## src/csa_defs.svh

```systemverilog
`ifndef CSA_DEFS_SVH
`define CSA_DEFS_SVH

// Bus word width of the register window and of both FIFOs.
`define CSA_DATA_W 32

// Number of calculation units in the farm.
`define CSA_UNIT_NUM 4

`define CSA_ADDR_BITS 10

// Job and result lengths in bus words.
`define CSA_IN_WORDS 5
`define CSA_OUT_WORDS 7

`define CSA_KEY_W 48

`endif

```

## src/csa_job_pkg.sv

```systemverilog
`include "csa_defs.svh"

package csa_job_pkg;

	typedef struct packed {
		logic [`CSA_DATA_W-1:0] times_start;
		logic [`CSA_DATA_W-1:0] times;
		logic [`CSA_KEY_W-1:0] key_in;
		logic [`CSA_DATA_W-1:0] block;
	} job_t;

	typedef struct packed {
		logic [2*`CSA_DATA_W-1:0] calc_out;
		job_t job;
	} result_t;

	// Word idx of a result as it travels on the bus. Words 0 to 4 are the job itself.
	function automatic logic [`CSA_DATA_W-1:0] res_word(input result_t r, input int unsigned idx);
		logic [`CSA_DATA_W-1:0] w;
		case (idx)
			0: w = r.job.block;
			1: w = r.job.key_in[`CSA_DATA_W-1:0];
			2: w = {{(2*`CSA_DATA_W-`CSA_KEY_W){1'b0}}, r.job.key_in[`CSA_KEY_W-1:`CSA_DATA_W]};
			3: w = r.job.times;
			4: w = r.job.times_start;
			5: w = r.calc_out[`CSA_DATA_W-1:0];
			default: w = r.calc_out[2*`CSA_DATA_W-1:`CSA_DATA_W];
		endcase
		return w;
	endfunction

endpackage

```

## src/csa_reg_pkg.sv

```systemverilog
`include "csa_defs.svh"

package csa_reg_pkg;

	typedef logic [$clog2(`CSA_UNIT_NUM)-1:0] unit_idx_t;

	// Register map of the window, one word per address.
	typedef enum logic [`CSA_ADDR_BITS-1:0] {
		CHANNEL = 'd0,
		IN_VALID = 'd1,
		IN_DATA_0, IN_DATA_1, IN_DATA_2, IN_DATA_3, IN_DATA_4,
		OUT_VALID = 'd7,
		OUT_DATA_0, OUT_DATA_1, OUT_DATA_2, OUT_DATA_3,
		OUT_DATA_4, OUT_DATA_5, OUT_DATA_6
	} reg_addr_e;

	// Copy of the last record seen on the current channel.
	typedef struct packed {
		logic valid;
		logic [`CSA_OUT_WORDS-1:0][`CSA_DATA_W-1:0] words;
	} snap_t;

endpackage

```

## src/csa_calc_if.sv

```systemverilog
`timescale 1ns/1ps

interface csa_calc_if
	import csa_job_pkg::*;
();

	logic job_valid;
	logic job_ready;
	job_t job;

	logic res_valid;
	logic res_ready;
	result_t res;

	modport loader (output job_valid, output job, input job_ready);

	modport unit (input job_valid, input job, output job_ready,
		output res_valid, output res, input res_ready);

	modport drain (input res_valid, input res, output res_ready);

endinterface

```

## src/csa_slot.sv

```systemverilog
`timescale 1ns/1ps

module csa_slot #(
	parameter type payload_t = logic
) (
	input logic axi_mm_clk,
	input logic rst_n,
	input logic wr_i,
	input payload_t wr_data_i,
	output logic full_o,
	input logic rd_i,
	output payload_t rd_data_o
);

	payload_t data_q;
	logic full_q;

	always_ff @(posedge axi_mm_clk) begin
		if (!rst_n) begin
			full_q <= 1'b0;
		end else if (wr_i) begin
			full_q <= 1'b1;
		end else if (rd_i) begin
			full_q <= 1'b0;
		end
	end

	always_ff @(posedge axi_mm_clk) begin
		if (wr_i) begin
			data_q <= wr_data_i;
		end
	end

	assign full_o = full_q;
	assign rd_data_o = data_q;

	// The writer in the parent has to respect full_o, or a payload is overwritten.
	a_no_overwrite: assert property (@(posedge axi_mm_clk) disable iff (!rst_n)
		full_q |-> !wr_i);

endmodule

```

## src/csa_calc_unit.sv

```systemverilog
`timescale 1ns/1ps
`include "csa_defs.svh"

module csa_calc_unit
	import csa_job_pkg::*;
(
	input logic axi_mm_clk,
	input logic rst_n,
	csa_calc_if.unit calc
);

	localparam int STATE_W = 2 * `CSA_DATA_W;

	job_t job_w;
	result_t res_w;
	logic job_full;
	logic res_full;
	logic busy_q;
	logic [`CSA_DATA_W-1:0] round_q;
	logic [STATE_W-1:0] state_q;
	logic last_round;
	logic finish;

	csa_slot #(.payload_t(job_t)) u_job_slot (
		.axi_mm_clk(axi_mm_clk),
		.rst_n(rst_n),
		.wr_i(calc.job_valid && calc.job_ready),
		.wr_data_i(calc.job),
		.full_o(job_full),
		.rd_i(finish),
		.rd_data_o(job_w)
	);

	csa_slot #(.payload_t(result_t)) u_res_slot (
		.axi_mm_clk(axi_mm_clk),
		.rst_n(rst_n),
		.wr_i(finish),
		.wr_data_i(res_w),
		.full_o(res_full),
		.rd_i(calc.res_valid && calc.res_ready),
		.rd_data_o(calc.res)
	);

	assign calc.job_ready = !job_full;
	assign calc.res_valid = res_full;

	// The job stays in its slot until the result can leave, which back-pressures the loader.
	assign last_round = (round_q == job_w.times);
	assign finish = busy_q && last_round && !res_full;
	assign res_w = '{calc_out: state_q, job: job_w};

	always_ff @(posedge axi_mm_clk) begin
		if (!rst_n) begin
			busy_q <= 1'b0;
			round_q <= '0;
		end else if (!busy_q && job_full) begin
			busy_q <= 1'b1;
			round_q <= '0;
		end else if (busy_q && !last_round) begin
			round_q <= round_q + 1'b1;
		end else if (finish) begin
			busy_q <= 1'b0;
		end
	end

	always_ff @(posedge axi_mm_clk) begin
		if (!busy_q && job_full) begin
			state_q <= {{(STATE_W-`CSA_KEY_W){1'b0}}, job_w.key_in} ^ {job_w.block, job_w.block};
		end else if (busy_q && !last_round) begin
			state_q <= {state_q[STATE_W-2:0], state_q[STATE_W-1]}
				^ {{`CSA_DATA_W{1'b0}}, job_w.times_start + round_q};
		end
	end

endmodule

```

## src/csa_job_loader.sv

```systemverilog
`timescale 1ns/1ps
`include "csa_defs.svh"

module csa_job_loader
	import csa_job_pkg::*;
	import csa_reg_pkg::*;
(
	input logic axi_mm_clk,
	input logic rst_n,
	input logic in_ready_i,
	output logic in_ren_o,
	input logic [`CSA_DATA_W-1:0] in_rdata_i,
	csa_calc_if.loader calc [`CSA_UNIT_NUM],
	output logic disp_o,
	output unit_idx_t disp_unit_o,
	output job_t disp_job_o
);

	typedef enum logic [1:0] {ST_IDLE, ST_READ, ST_SCAN, ST_SEND} state_e;

	state_e state_q;
	logic [2:0] pulse_cnt_q;
	logic [2:0] word_cnt_q;
	logic take_q;
	unit_idx_t scan_q;
	unit_idx_t cur_q;
	logic valid_q;
	job_t job_q;
	logic [`CSA_UNIT_NUM-1:0] ready_vec;

	for (genvar g = 0; g < `CSA_UNIT_NUM; g++) begin : g_unit
		assign ready_vec[g] = calc[g].job_ready;
		assign calc[g].job_valid = valid_q && (cur_q == unit_idx_t'(g));
		assign calc[g].job = job_q;
	end

	assign disp_o = valid_q && ready_vec[cur_q];
	assign disp_unit_o = cur_q;
	assign disp_job_o = job_q;

	////////////////////////////////////////////////////////////
	// Read burst, round-robin scan and handshake.
	always_ff @(posedge axi_mm_clk) begin
		if (!rst_n) begin
			state_q <= ST_IDLE;
			in_ren_o <= 1'b0;
			pulse_cnt_q <= '0;
			word_cnt_q <= '0;
			take_q <= 1'b0;
			scan_q <= '0;
			cur_q <= '0;
			valid_q <= 1'b0;
		end else begin
			// Data follows its read pulse by one cycle.
			take_q <= in_ren_o;
			case (state_q)
				ST_IDLE: begin
					if (in_ready_i) begin
						in_ren_o <= 1'b1;
						pulse_cnt_q <= 3'd1;
						word_cnt_q <= '0;
						state_q <= ST_READ;
					end
				end
				ST_READ: begin
					if (pulse_cnt_q == 3'(`CSA_IN_WORDS)) begin
						in_ren_o <= 1'b0;
					end else begin
						pulse_cnt_q <= pulse_cnt_q + 1'b1;
					end
					if (take_q) begin
						word_cnt_q <= word_cnt_q + 1'b1;
						if (word_cnt_q == 3'(`CSA_IN_WORDS - 1)) begin
							state_q <= ST_SCAN;
						end
					end
				end
				ST_SCAN: begin
					if (ready_vec[scan_q]) begin
						cur_q <= scan_q;
						valid_q <= 1'b1;
						state_q <= ST_SEND;
					end
					scan_q <= (scan_q == unit_idx_t'(`CSA_UNIT_NUM - 1)) ? '0 : scan_q + 1'b1;
				end
				ST_SEND: begin
					if (ready_vec[cur_q]) begin
						valid_q <= 1'b0;
						state_q <= ST_IDLE;
					end
				end
				default: begin
					state_q <= ST_IDLE;
				end
			endcase
		end
	end

	always_ff @(posedge axi_mm_clk) begin
		if (state_q == ST_READ && take_q) begin
			case (word_cnt_q)
				3'd0: job_q.block <= in_rdata_i;
				3'd1: job_q.key_in[`CSA_DATA_W-1:0] <= in_rdata_i;
				3'd2: job_q.key_in[`CSA_KEY_W-1:`CSA_DATA_W] <= in_rdata_i[`CSA_KEY_W-`CSA_DATA_W-1:0];
				3'd3: job_q.times <= in_rdata_i;
				default: job_q.times_start <= in_rdata_i;
			endcase
		end
	end

	// Every read burst is exactly one job long and belongs to the read state.
	a_read_burst: assert property (@(posedge axi_mm_clk) disable iff (!rst_n)
		$rose(in_ren_o) |-> (in_ren_o && state_q == ST_READ)[*`CSA_IN_WORDS] ##1 !in_ren_o);

endmodule

```

## src/csa_result_drain.sv

```systemverilog
`timescale 1ns/1ps
`include "csa_defs.svh"

module csa_result_drain
	import csa_job_pkg::*;
	import csa_reg_pkg::*;
(
	input logic axi_mm_clk,
	input logic rst_n,
	csa_calc_if.drain calc [`CSA_UNIT_NUM],
	input logic out_full_i,
	output logic out_wen_o,
	output logic [`CSA_DATA_W-1:0] out_wdata_o,
	output logic done_o,
	output unit_idx_t done_unit_o,
	output result_t done_res_o
);

	typedef enum logic {ST_SCAN, ST_WRITE} state_e;

	state_e state_q;
	unit_idx_t scan_q;
	logic [2:0] word_cnt_q;
	result_t res_q;
	logic [`CSA_UNIT_NUM-1:0] valid_vec;
	result_t res_arr [`CSA_UNIT_NUM];

	for (genvar g = 0; g < `CSA_UNIT_NUM; g++) begin : g_unit
		assign valid_vec[g] = calc[g].res_valid;
		assign res_arr[g] = calc[g].res;
		assign calc[g].res_ready = (state_q == ST_SCAN) && (scan_q == unit_idx_t'(g));
	end

	assign done_o = (state_q == ST_SCAN) && valid_vec[scan_q];
	assign done_unit_o = scan_q;
	assign done_res_o = res_arr[scan_q];

	// A word goes out only on a cycle where the FIFO has room.
	assign out_wen_o = (state_q == ST_WRITE) && !out_full_i;
	assign out_wdata_o = res_word(res_q, word_cnt_q);

	////////////////////////////////////////////////////////////
	// Round-robin poll, then one seven-word record.
	always_ff @(posedge axi_mm_clk) begin
		if (!rst_n) begin
			state_q <= ST_SCAN;
			scan_q <= '0;
			word_cnt_q <= '0;
		end else begin
			case (state_q)
				ST_SCAN: begin
					scan_q <= (scan_q == unit_idx_t'(`CSA_UNIT_NUM - 1)) ? '0 : scan_q + 1'b1;
					if (done_o) begin
						word_cnt_q <= '0;
						state_q <= ST_WRITE;
					end
				end
				default: begin
					if (out_wen_o) begin
						if (word_cnt_q == 3'(`CSA_OUT_WORDS - 1)) begin
							word_cnt_q <= '0;
							state_q <= ST_SCAN;
						end else begin
							word_cnt_q <= word_cnt_q + 1'b1;
						end
					end
				end
			endcase
		end
	end

	always_ff @(posedge axi_mm_clk) begin
		if (done_o) begin
			res_q <= res_arr[scan_q];
		end
	end

	// A unit keeps its result on offer, unchanged, until the drain takes it.
	for (genvar g = 0; g < `CSA_UNIT_NUM; g++) begin : g_hold
		a_res_holds: assert property (@(posedge axi_mm_clk) disable iff (!rst_n)
			valid_vec[g] && !calc[g].res_ready |=> valid_vec[g] && $stable(res_arr[g]));
	end

endmodule

```

## src/csa_regs.sv

```systemverilog
`timescale 1ns/1ps
`include "csa_defs.svh"

module csa_regs
	import csa_job_pkg::*;
	import csa_reg_pkg::*;
(
	input logic axi_mm_clk,
	input logic rst_n,
	input logic wen_i,
	input logic [`CSA_ADDR_BITS-1:0] waddr_i,
	input logic [`CSA_DATA_W-1:0] wdata_i,
	input logic ren_i,
	input logic [`CSA_ADDR_BITS-1:0] raddr_i,
	output logic [`CSA_DATA_W-1:0] rdata_o,
	input logic disp_i,
	input unit_idx_t disp_unit_i,
	input job_t disp_job_i,
	input logic done_i,
	input unit_idx_t done_unit_i,
	input result_t done_res_i
);

	unit_idx_t chan_q;
	logic chan_wr;
	snap_t in_snap_q;
	snap_t out_snap_q;
	result_t disp_res;

	assign chan_wr = wen_i && (waddr_i == CHANNEL) && (wdata_i < `CSA_UNIT_NUM);
	assign disp_res = '{calc_out: '0, job: disp_job_i};

	////////////////////////////////////////////////////////////
	// Channel and snapshots. A new channel starts with both snapshots invalid.
	always_ff @(posedge axi_mm_clk) begin
		if (!rst_n) begin
			chan_q <= '0;
			in_snap_q <= '0;
			out_snap_q <= '0;
		end else begin
			if (chan_wr) begin
				chan_q <= unit_idx_t'(wdata_i);
				in_snap_q.valid <= 1'b0;
				out_snap_q.valid <= 1'b0;
			end else begin
				if (disp_i && disp_unit_i == chan_q) begin
					in_snap_q.valid <= 1'b1;
					for (int i = 0; i < `CSA_IN_WORDS; i++) begin
						in_snap_q.words[i] <= res_word(disp_res, i);
					end
				end
				if (done_i && done_unit_i == chan_q) begin
					out_snap_q.valid <= 1'b1;
					for (int i = 0; i < `CSA_OUT_WORDS; i++) begin
						out_snap_q.words[i] <= res_word(done_res_i, i);
					end
				end
			end
		end
	end

	////////////////////////////////////////////////////////////
	always_ff @(posedge axi_mm_clk) begin
		if (!rst_n) begin
			rdata_o <= '0;
		end else if (ren_i) begin
			case (raddr_i)
				CHANNEL: rdata_o <= {{(`CSA_DATA_W-$bits(unit_idx_t)){1'b0}}, chan_q};
				IN_VALID: rdata_o <= {{(`CSA_DATA_W-1){1'b0}}, in_snap_q.valid};
				OUT_VALID: rdata_o <= {{(`CSA_DATA_W-1){1'b0}}, out_snap_q.valid};
				IN_DATA_0, IN_DATA_1, IN_DATA_2, IN_DATA_3, IN_DATA_4: begin
					rdata_o <= in_snap_q.words[3'(raddr_i - IN_DATA_0)];
				end
				OUT_DATA_0, OUT_DATA_1, OUT_DATA_2, OUT_DATA_3,
				OUT_DATA_4, OUT_DATA_5, OUT_DATA_6: begin
					rdata_o <= out_snap_q.words[3'(raddr_i - OUT_DATA_0)];
				end
				// Unmapped reads echo the address under an error code.
				default: rdata_o <= {16'hE000, {(16-`CSA_ADDR_BITS){1'b0}}, raddr_i};
			endcase
		end
	end

endmodule

```

## src/csa_farm.sv

```systemverilog
`timescale 1ns/1ps
`include "csa_defs.svh"

module csa_farm
	import csa_job_pkg::*;
	import csa_reg_pkg::*;
(
	input logic axi_mm_clk,
	input logic rst_n,
	input logic wen_i,
	input logic [`CSA_ADDR_BITS-1:0] waddr_i,
	input logic [`CSA_DATA_W-1:0] wdata_i,
	input logic ren_i,
	input logic [`CSA_ADDR_BITS-1:0] raddr_i,
	output logic [`CSA_DATA_W-1:0] rdata_o,
	input logic in_ready_i,
	output logic in_ren_o,
	input logic [`CSA_DATA_W-1:0] in_rdata_i,
	input logic out_full_i,
	output logic out_wen_o,
	output logic [`CSA_DATA_W-1:0] out_wdata_o
);

	logic disp;
	unit_idx_t disp_unit;
	job_t disp_job;
	logic done;
	unit_idx_t done_unit;
	result_t done_res;

	csa_calc_if calc [`CSA_UNIT_NUM] ();

	for (genvar g = 0; g < `CSA_UNIT_NUM; g++) begin : g_unit
		csa_calc_unit u_calc_unit (
			.axi_mm_clk(axi_mm_clk),
			.rst_n(rst_n),
			.calc(calc[g])
		);
	end

	csa_job_loader u_job_loader (
		.axi_mm_clk(axi_mm_clk),
		.rst_n(rst_n),
		.in_ready_i(in_ready_i),
		.in_ren_o(in_ren_o),
		.in_rdata_i(in_rdata_i),
		.calc(calc),
		.disp_o(disp),
		.disp_unit_o(disp_unit),
		.disp_job_o(disp_job)
	);

	csa_result_drain u_result_drain (
		.axi_mm_clk(axi_mm_clk),
		.rst_n(rst_n),
		.calc(calc),
		.out_full_i(out_full_i),
		.out_wen_o(out_wen_o),
		.out_wdata_o(out_wdata_o),
		.done_o(done),
		.done_unit_o(done_unit),
		.done_res_o(done_res)
	);

	csa_regs u_regs (
		.axi_mm_clk(axi_mm_clk),
		.rst_n(rst_n),
		.wen_i(wen_i),
		.waddr_i(waddr_i),
		.wdata_i(wdata_i),
		.ren_i(ren_i),
		.raddr_i(raddr_i),
		.rdata_o(rdata_o),
		.disp_i(disp),
		.disp_unit_i(disp_unit),
		.disp_job_i(disp_job),
		.done_i(done),
		.done_unit_i(done_unit),
		.done_res_i(done_res)
	);

endmodule

```

## config.mk

```make
export PLATFORM = sky130hd
export DESIGN_NAME = csa_farm
export DESIGN_NICKNAME = d
export VERILOG_FILES = /design/src/csa_job_pkg.sv /design/src/csa_reg_pkg.sv /design/src/csa_calc_if.sv /design/src/csa_slot.sv /design/src/csa_calc_unit.sv /design/src/csa_job_loader.sv /design/src/csa_result_drain.sv /design/src/csa_regs.sv /design/src/csa_farm.sv
export VERILOG_INCLUDE_DIRS = /design/src
export SDC_FILE = /design/constraint.sdc
export NUM_CORES = 2
export LEC_CHECK = 0
export BUFFER_PORTS_ARGS = -buffer_cell sky130_fd_sc_hd__buf_2
export CAP_MARGIN = 20
export CORE_MARGIN = 3
export CORE_UTILIZATION = 50
export CTS_BUF_LIST = sky130_fd_sc_hd__clkbuf_4 sky130_fd_sc_hd__clkbuf_8
export CTS_CLUSTER_DIAMETER = 200
export DETAILED_ROUTE_END_ITERATION = 10
export PLACE_DENSITY = 0.75
export SLEW_MARGIN = 20
export SYNTH_ARGS = -nofsm -noshare
export SYNTH_HDL_FRONTEND = slang
export SYNTH_SLANG_ARGS = --single-unit
export TNS_END_PERCENT = 30
```

## constraint.sdc

```tcl
create_clock -name axi_mm_clk -period 19.75 [get_ports axi_mm_clk]
set_input_delay 3.95 -clock axi_mm_clk [delete_from_list [all_inputs] [get_ports axi_mm_clk]]
set_output_delay 3.95 -clock axi_mm_clk [all_outputs]
set_load 0.005 [all_outputs]
```

==> flow_metrics.py <==
metrics = {
    "worst_setup_path": {
        "critPathLaunchType": "flip-flop",
        "path_cells": "buf_4, inv_1, buf_4, nor2_1, ha_2, buf_4, buf_4, a22o_1, mux2i_1, a21oi_1, buf_2",
        "cp_slowest_cell": "a21oi_1",
        "crit_type": "reg2out",
        "r2r_cells": 8,
        "arrival_ns": 4.94,
        "end_kind": "output pin",
        "crit_path_frequent_cell": "buf_4",
        "cp.required_ns": 15.80,
        "cpPeakStageDelay_ns": 0.67,
        "path_max_fanout": 19,
    },
    "sta": {
        "relSlewSlack_pct": 20.1,
        "fmax_mhz": 113,
        "finalCritPeriodShare_pct": 45.0,
        "setup_viol": 0,
        "tightestPinTransition_ns": 1.20,
        "hold_viol": 0,
        "skew_ns": 0.0831,
        "period_minus_slack_ns": 8.89,
        "slew_violations": 0,
        "rsz0062_at_grt": "false",
        "tns_ns": 0,
    },
    "clocking": {
        "cts_buffers": 399,
        "clk_pin_slew_ns": 0.06,
        "postCtsSetupRepairBufs": 0,
        "htree_num_levels": 5,
        "clk-insertion-delay-late_ns": 1.12,
        "clock-root-buffer": "clkbuf_8",
        "numClockSinks": 2565,
        "cts_resized": 0,
        "cts_tree": "yes",
        "hold_buffers": 0,
        "cts_max_path_buffers": 4,
    },
    "job": {
        "drv_cap": 0,
    },
    "grt": {
        "grt_pass1_wl_mm": 492,
        "grt_pass1_vias": 67620,
        "grt_usage_pct": 32.0,
        "grt_antenna_before_repair": 27,
        "grt_overflow": 0,
        "grt_max_degree": 133,
    },
    "detailed_routing": {
        "antenna_left": 0,
        "drtIter0Drc": 9879,
        "drt-total-wl_mm": 352,
        "vias": 69341,
        "wl_per_cell_um": 32.2,
        "drc": 0,
        "viasPerCell": 6.35,
        "firstDrtPassIters": 6,
    },
    "floorplan": {
        "fp.dieH_um": 465,
        "io_pins": 156,
        "coreArea_sq_mm": 0.208,
        "die_area_sq_mm": 0.216,
        "start_util_pct": 50.6,
        "dieWidth_um": 465,
        "num_rows": 167,
    },
    "pwr": {
        "ir_drop_mv": 0.0837,
        "p_per_area_mw_per_mm2": 101,
        "finalPower_uw": 11900,
        "p_leak_uw": 0.0398,
    },
    "worst_hold_path": {
        "hold_depth": 0,
        "hold_class": "reg2reg",
    },
    "yosys": {
        "syn_nets": 7726,
        "yosysSeqAreaShare_pct": 67.9,
        "ys.flop_type": "edfxtp_1",
        "synth_warnings": 0,
        "synth-edff-count": 2016,
        "synth_cell_types": 95,
        "synthArstFlopShare_pct": 0,
        "synth.avg_cell_area_sq_um": 14.1,
        "ys_ff_latch": 2565,
        "synth_area_sq_mm": 0.105,
        "synthCells": 7487,
    },
    "status": {
        "outcome": "complete, no violations",
    },
    "finish": {
        "fin_util_pct": 56.5,
        "final_nets": 8035,
        "final_layout_size_suffix_gt1_share_pct": 16.3,
        "areaGrowthSynthToFinish_pct": 11.7,
    },
    "placed_design": {
        "globalplace.congestion": 1.01,
        "io_buffer_count": 155,
        "hpwl_mm": 230,
    },
}
## critical path: cells and delay by family, from the launching register on
kind,cells,cell delay [ns]
multiplexers,1,0.08
buffers and inverters,6,2.13
AND/OR/NAND/NOR,1,0.16
adder cells (fa/ha/maj),1,0.19
flip-flops,1,0.31
AO/OA/AOI/OAI,2,0.90
## registers in the layout, indices dropped and copies added, names as in the netlist, 3 cells and up
register                                 count
g_unit.u_calc_unit.u_res_slot.rd_data_o    832
g_unit.u_calc_unit.u_job_slot.rd_data_o    576
g_unit.u_calc_unit.state_q                 256
u_regs.out_snap_q                          209
u_result_drain.res_q                       208
u_regs.in_snap_q                           145
u_job_loader.calc.job                      144
g_unit.u_calc_unit.round_q                 128
u_regs.rdata_o                              32
g_unit.u_calc_unit.busy_q                    4
g_unit.u_calc_unit.u_job_slot.full_o         4
g_unit.u_calc_unit.u_res_slot.full_o         4
u_job_loader.pulse_cnt_q                     3
u_job_loader.word_cnt_q                      3
u_result_drain.word_cnt_q                    3
## layout make-up
class                      instances  area (sq um)
clock buffer                     606          7380
inverter                          70           300
tap                             2788          3490
timing repair buffer             274          1830
multi-input combinational       4486         32300
clock inverter                   120           852
sequential                      2565         71500
antenna                           11          27.5
fill                           16141         90600
## kinds of logic (layout without fill, tap and decap cells)
kind of cell / Yosys count / in the layout / share of synthesized area (%)
muxes: 381 / 381 / 6.51
adders and majority gates: 149 / 149 / 1.80
AOI/OAI and AO/OA: 1339 / 1339 / 8.67
xor gates and xnor gates: 651 / 651 / 5.41
buffers and inverters: 436 / 1070 / 1.67
DFF: 2565 / 2565 / 67.9
and+or+nand+nor: 1966 / 1966 / 8.03
other: 0 / 11 / 0
## synthesized netlist by cell type (all sizes together) (114+ instances only)
cell type,count,share of area (%)
a21boi,362,2.6
edfxtp,2016,57
a21oi,290,1.4
xor2,280,2.3
mux4,239,5.1
nor2,344,1.2
o21ai,246,1.2
xnor2,371,3.1
nand2,1156,4.1
buf,114,0.52
clkbuf,252,0.90
dfxtp,549,10
ha,145,1.7
## per-stage QoR
step | worst slack (ns) | hold WS [ns] | instance area (sq um) | std cells
global placement | 11.23 | 0.432 | 109000 | 10180
floorplan | 3.45 | 0.424 | 105000 | 7487
global route | 10.79 | 0.410 | 118000 | 10916
detailed placement | 11.23 | 0.435 | 109000 | 10181
CTS | 10.99 | 0.415 | 118000 | 10907
finish | 10.86 | 0.425 | 118000 | 10920
## worst paths after layout
kind / to / slack (ns) / from
setup / recovery: out_wdata_o[30] / 10.86 / u_result_drain.word_cnt_q[0]$_SDFFE_PN0P_
hold / removal: g_unit[1].u_calc_unit.u_res_slot.rd_data_o[127]$_DFFE_PP_ / 0.43 / g_unit[1].u_calc_unit.u_job_slot.rd_data_o[127]$_DFFE_PP_
setup reg to reg: g_unit[3].u_calc_unit.u_res_slot.rd_data_o[53]$_DFFE_PP_ / 14.02 / g_unit[3].u_calc_unit.round_q[3]$_SDFFE_PP0N_
hold reg to reg: g_unit[1].u_calc_unit.u_res_slot.rd_data_o[127]$_DFFE_PP_ / 0.43 / g_unit[1].u_calc_unit.u_job_slot.rd_data_o[127]$_DFFE_PP_
## routing by layer
layer / share of wire [%] / GRT usage (%) / up-vias
met1: 35 / 41.3 / 34521
li1: - / - / 28513
met3: 14 / 9.11 / 973
met5: 0.048 / 0 / -
met4: 5.8 / 16.6 / 6
met2: 45 / 49.5 / 5328
## where the power goes
| group | switching (uW) | internal [uW] |
|---|---|---|
| Clock | 2090 | 2530 |
| Sequential | 141 | 6040 |
| Combinational | 729 | 324 |
| Total | 2960 | 8890 |
## cells in the final DEF (no fill, tap or decap), types with 18 or more instances in the layout
cell type	count
a221oi_1	35
xor2_1	280
a21o_1	71
mux2i_1	103
o211ai_1	23
nor2_1	335
and2_1	18
a21boi_0	330
dfxtp_1	544
xnor2_1	371
edfxtp_1	2016
buf_4	110
nor4_1	40
o211a_1	30
mux4_2	239
a21boi_1	32
clkinv_2	47
or3_1	35
o21bai_1	18
nand2b_1	24
clkinv_1	50
clkbuf_4	153
nand4_1	63
nor3_1	47
inv_1	63
buf_2	152
a2111oi_0	22
ha_1	144
mux2_2	39
o21ai_0	237
nand3_1	91
o221ai_1	23
a21oi_1	289
a22o_1	19
clkbuf_8	453
a31oi_1	28
nor2b_1	40
and3_1	42
o21a_1	22
nand2_1	1152
No activity file was read; power rests on OpenSTA's default activity.
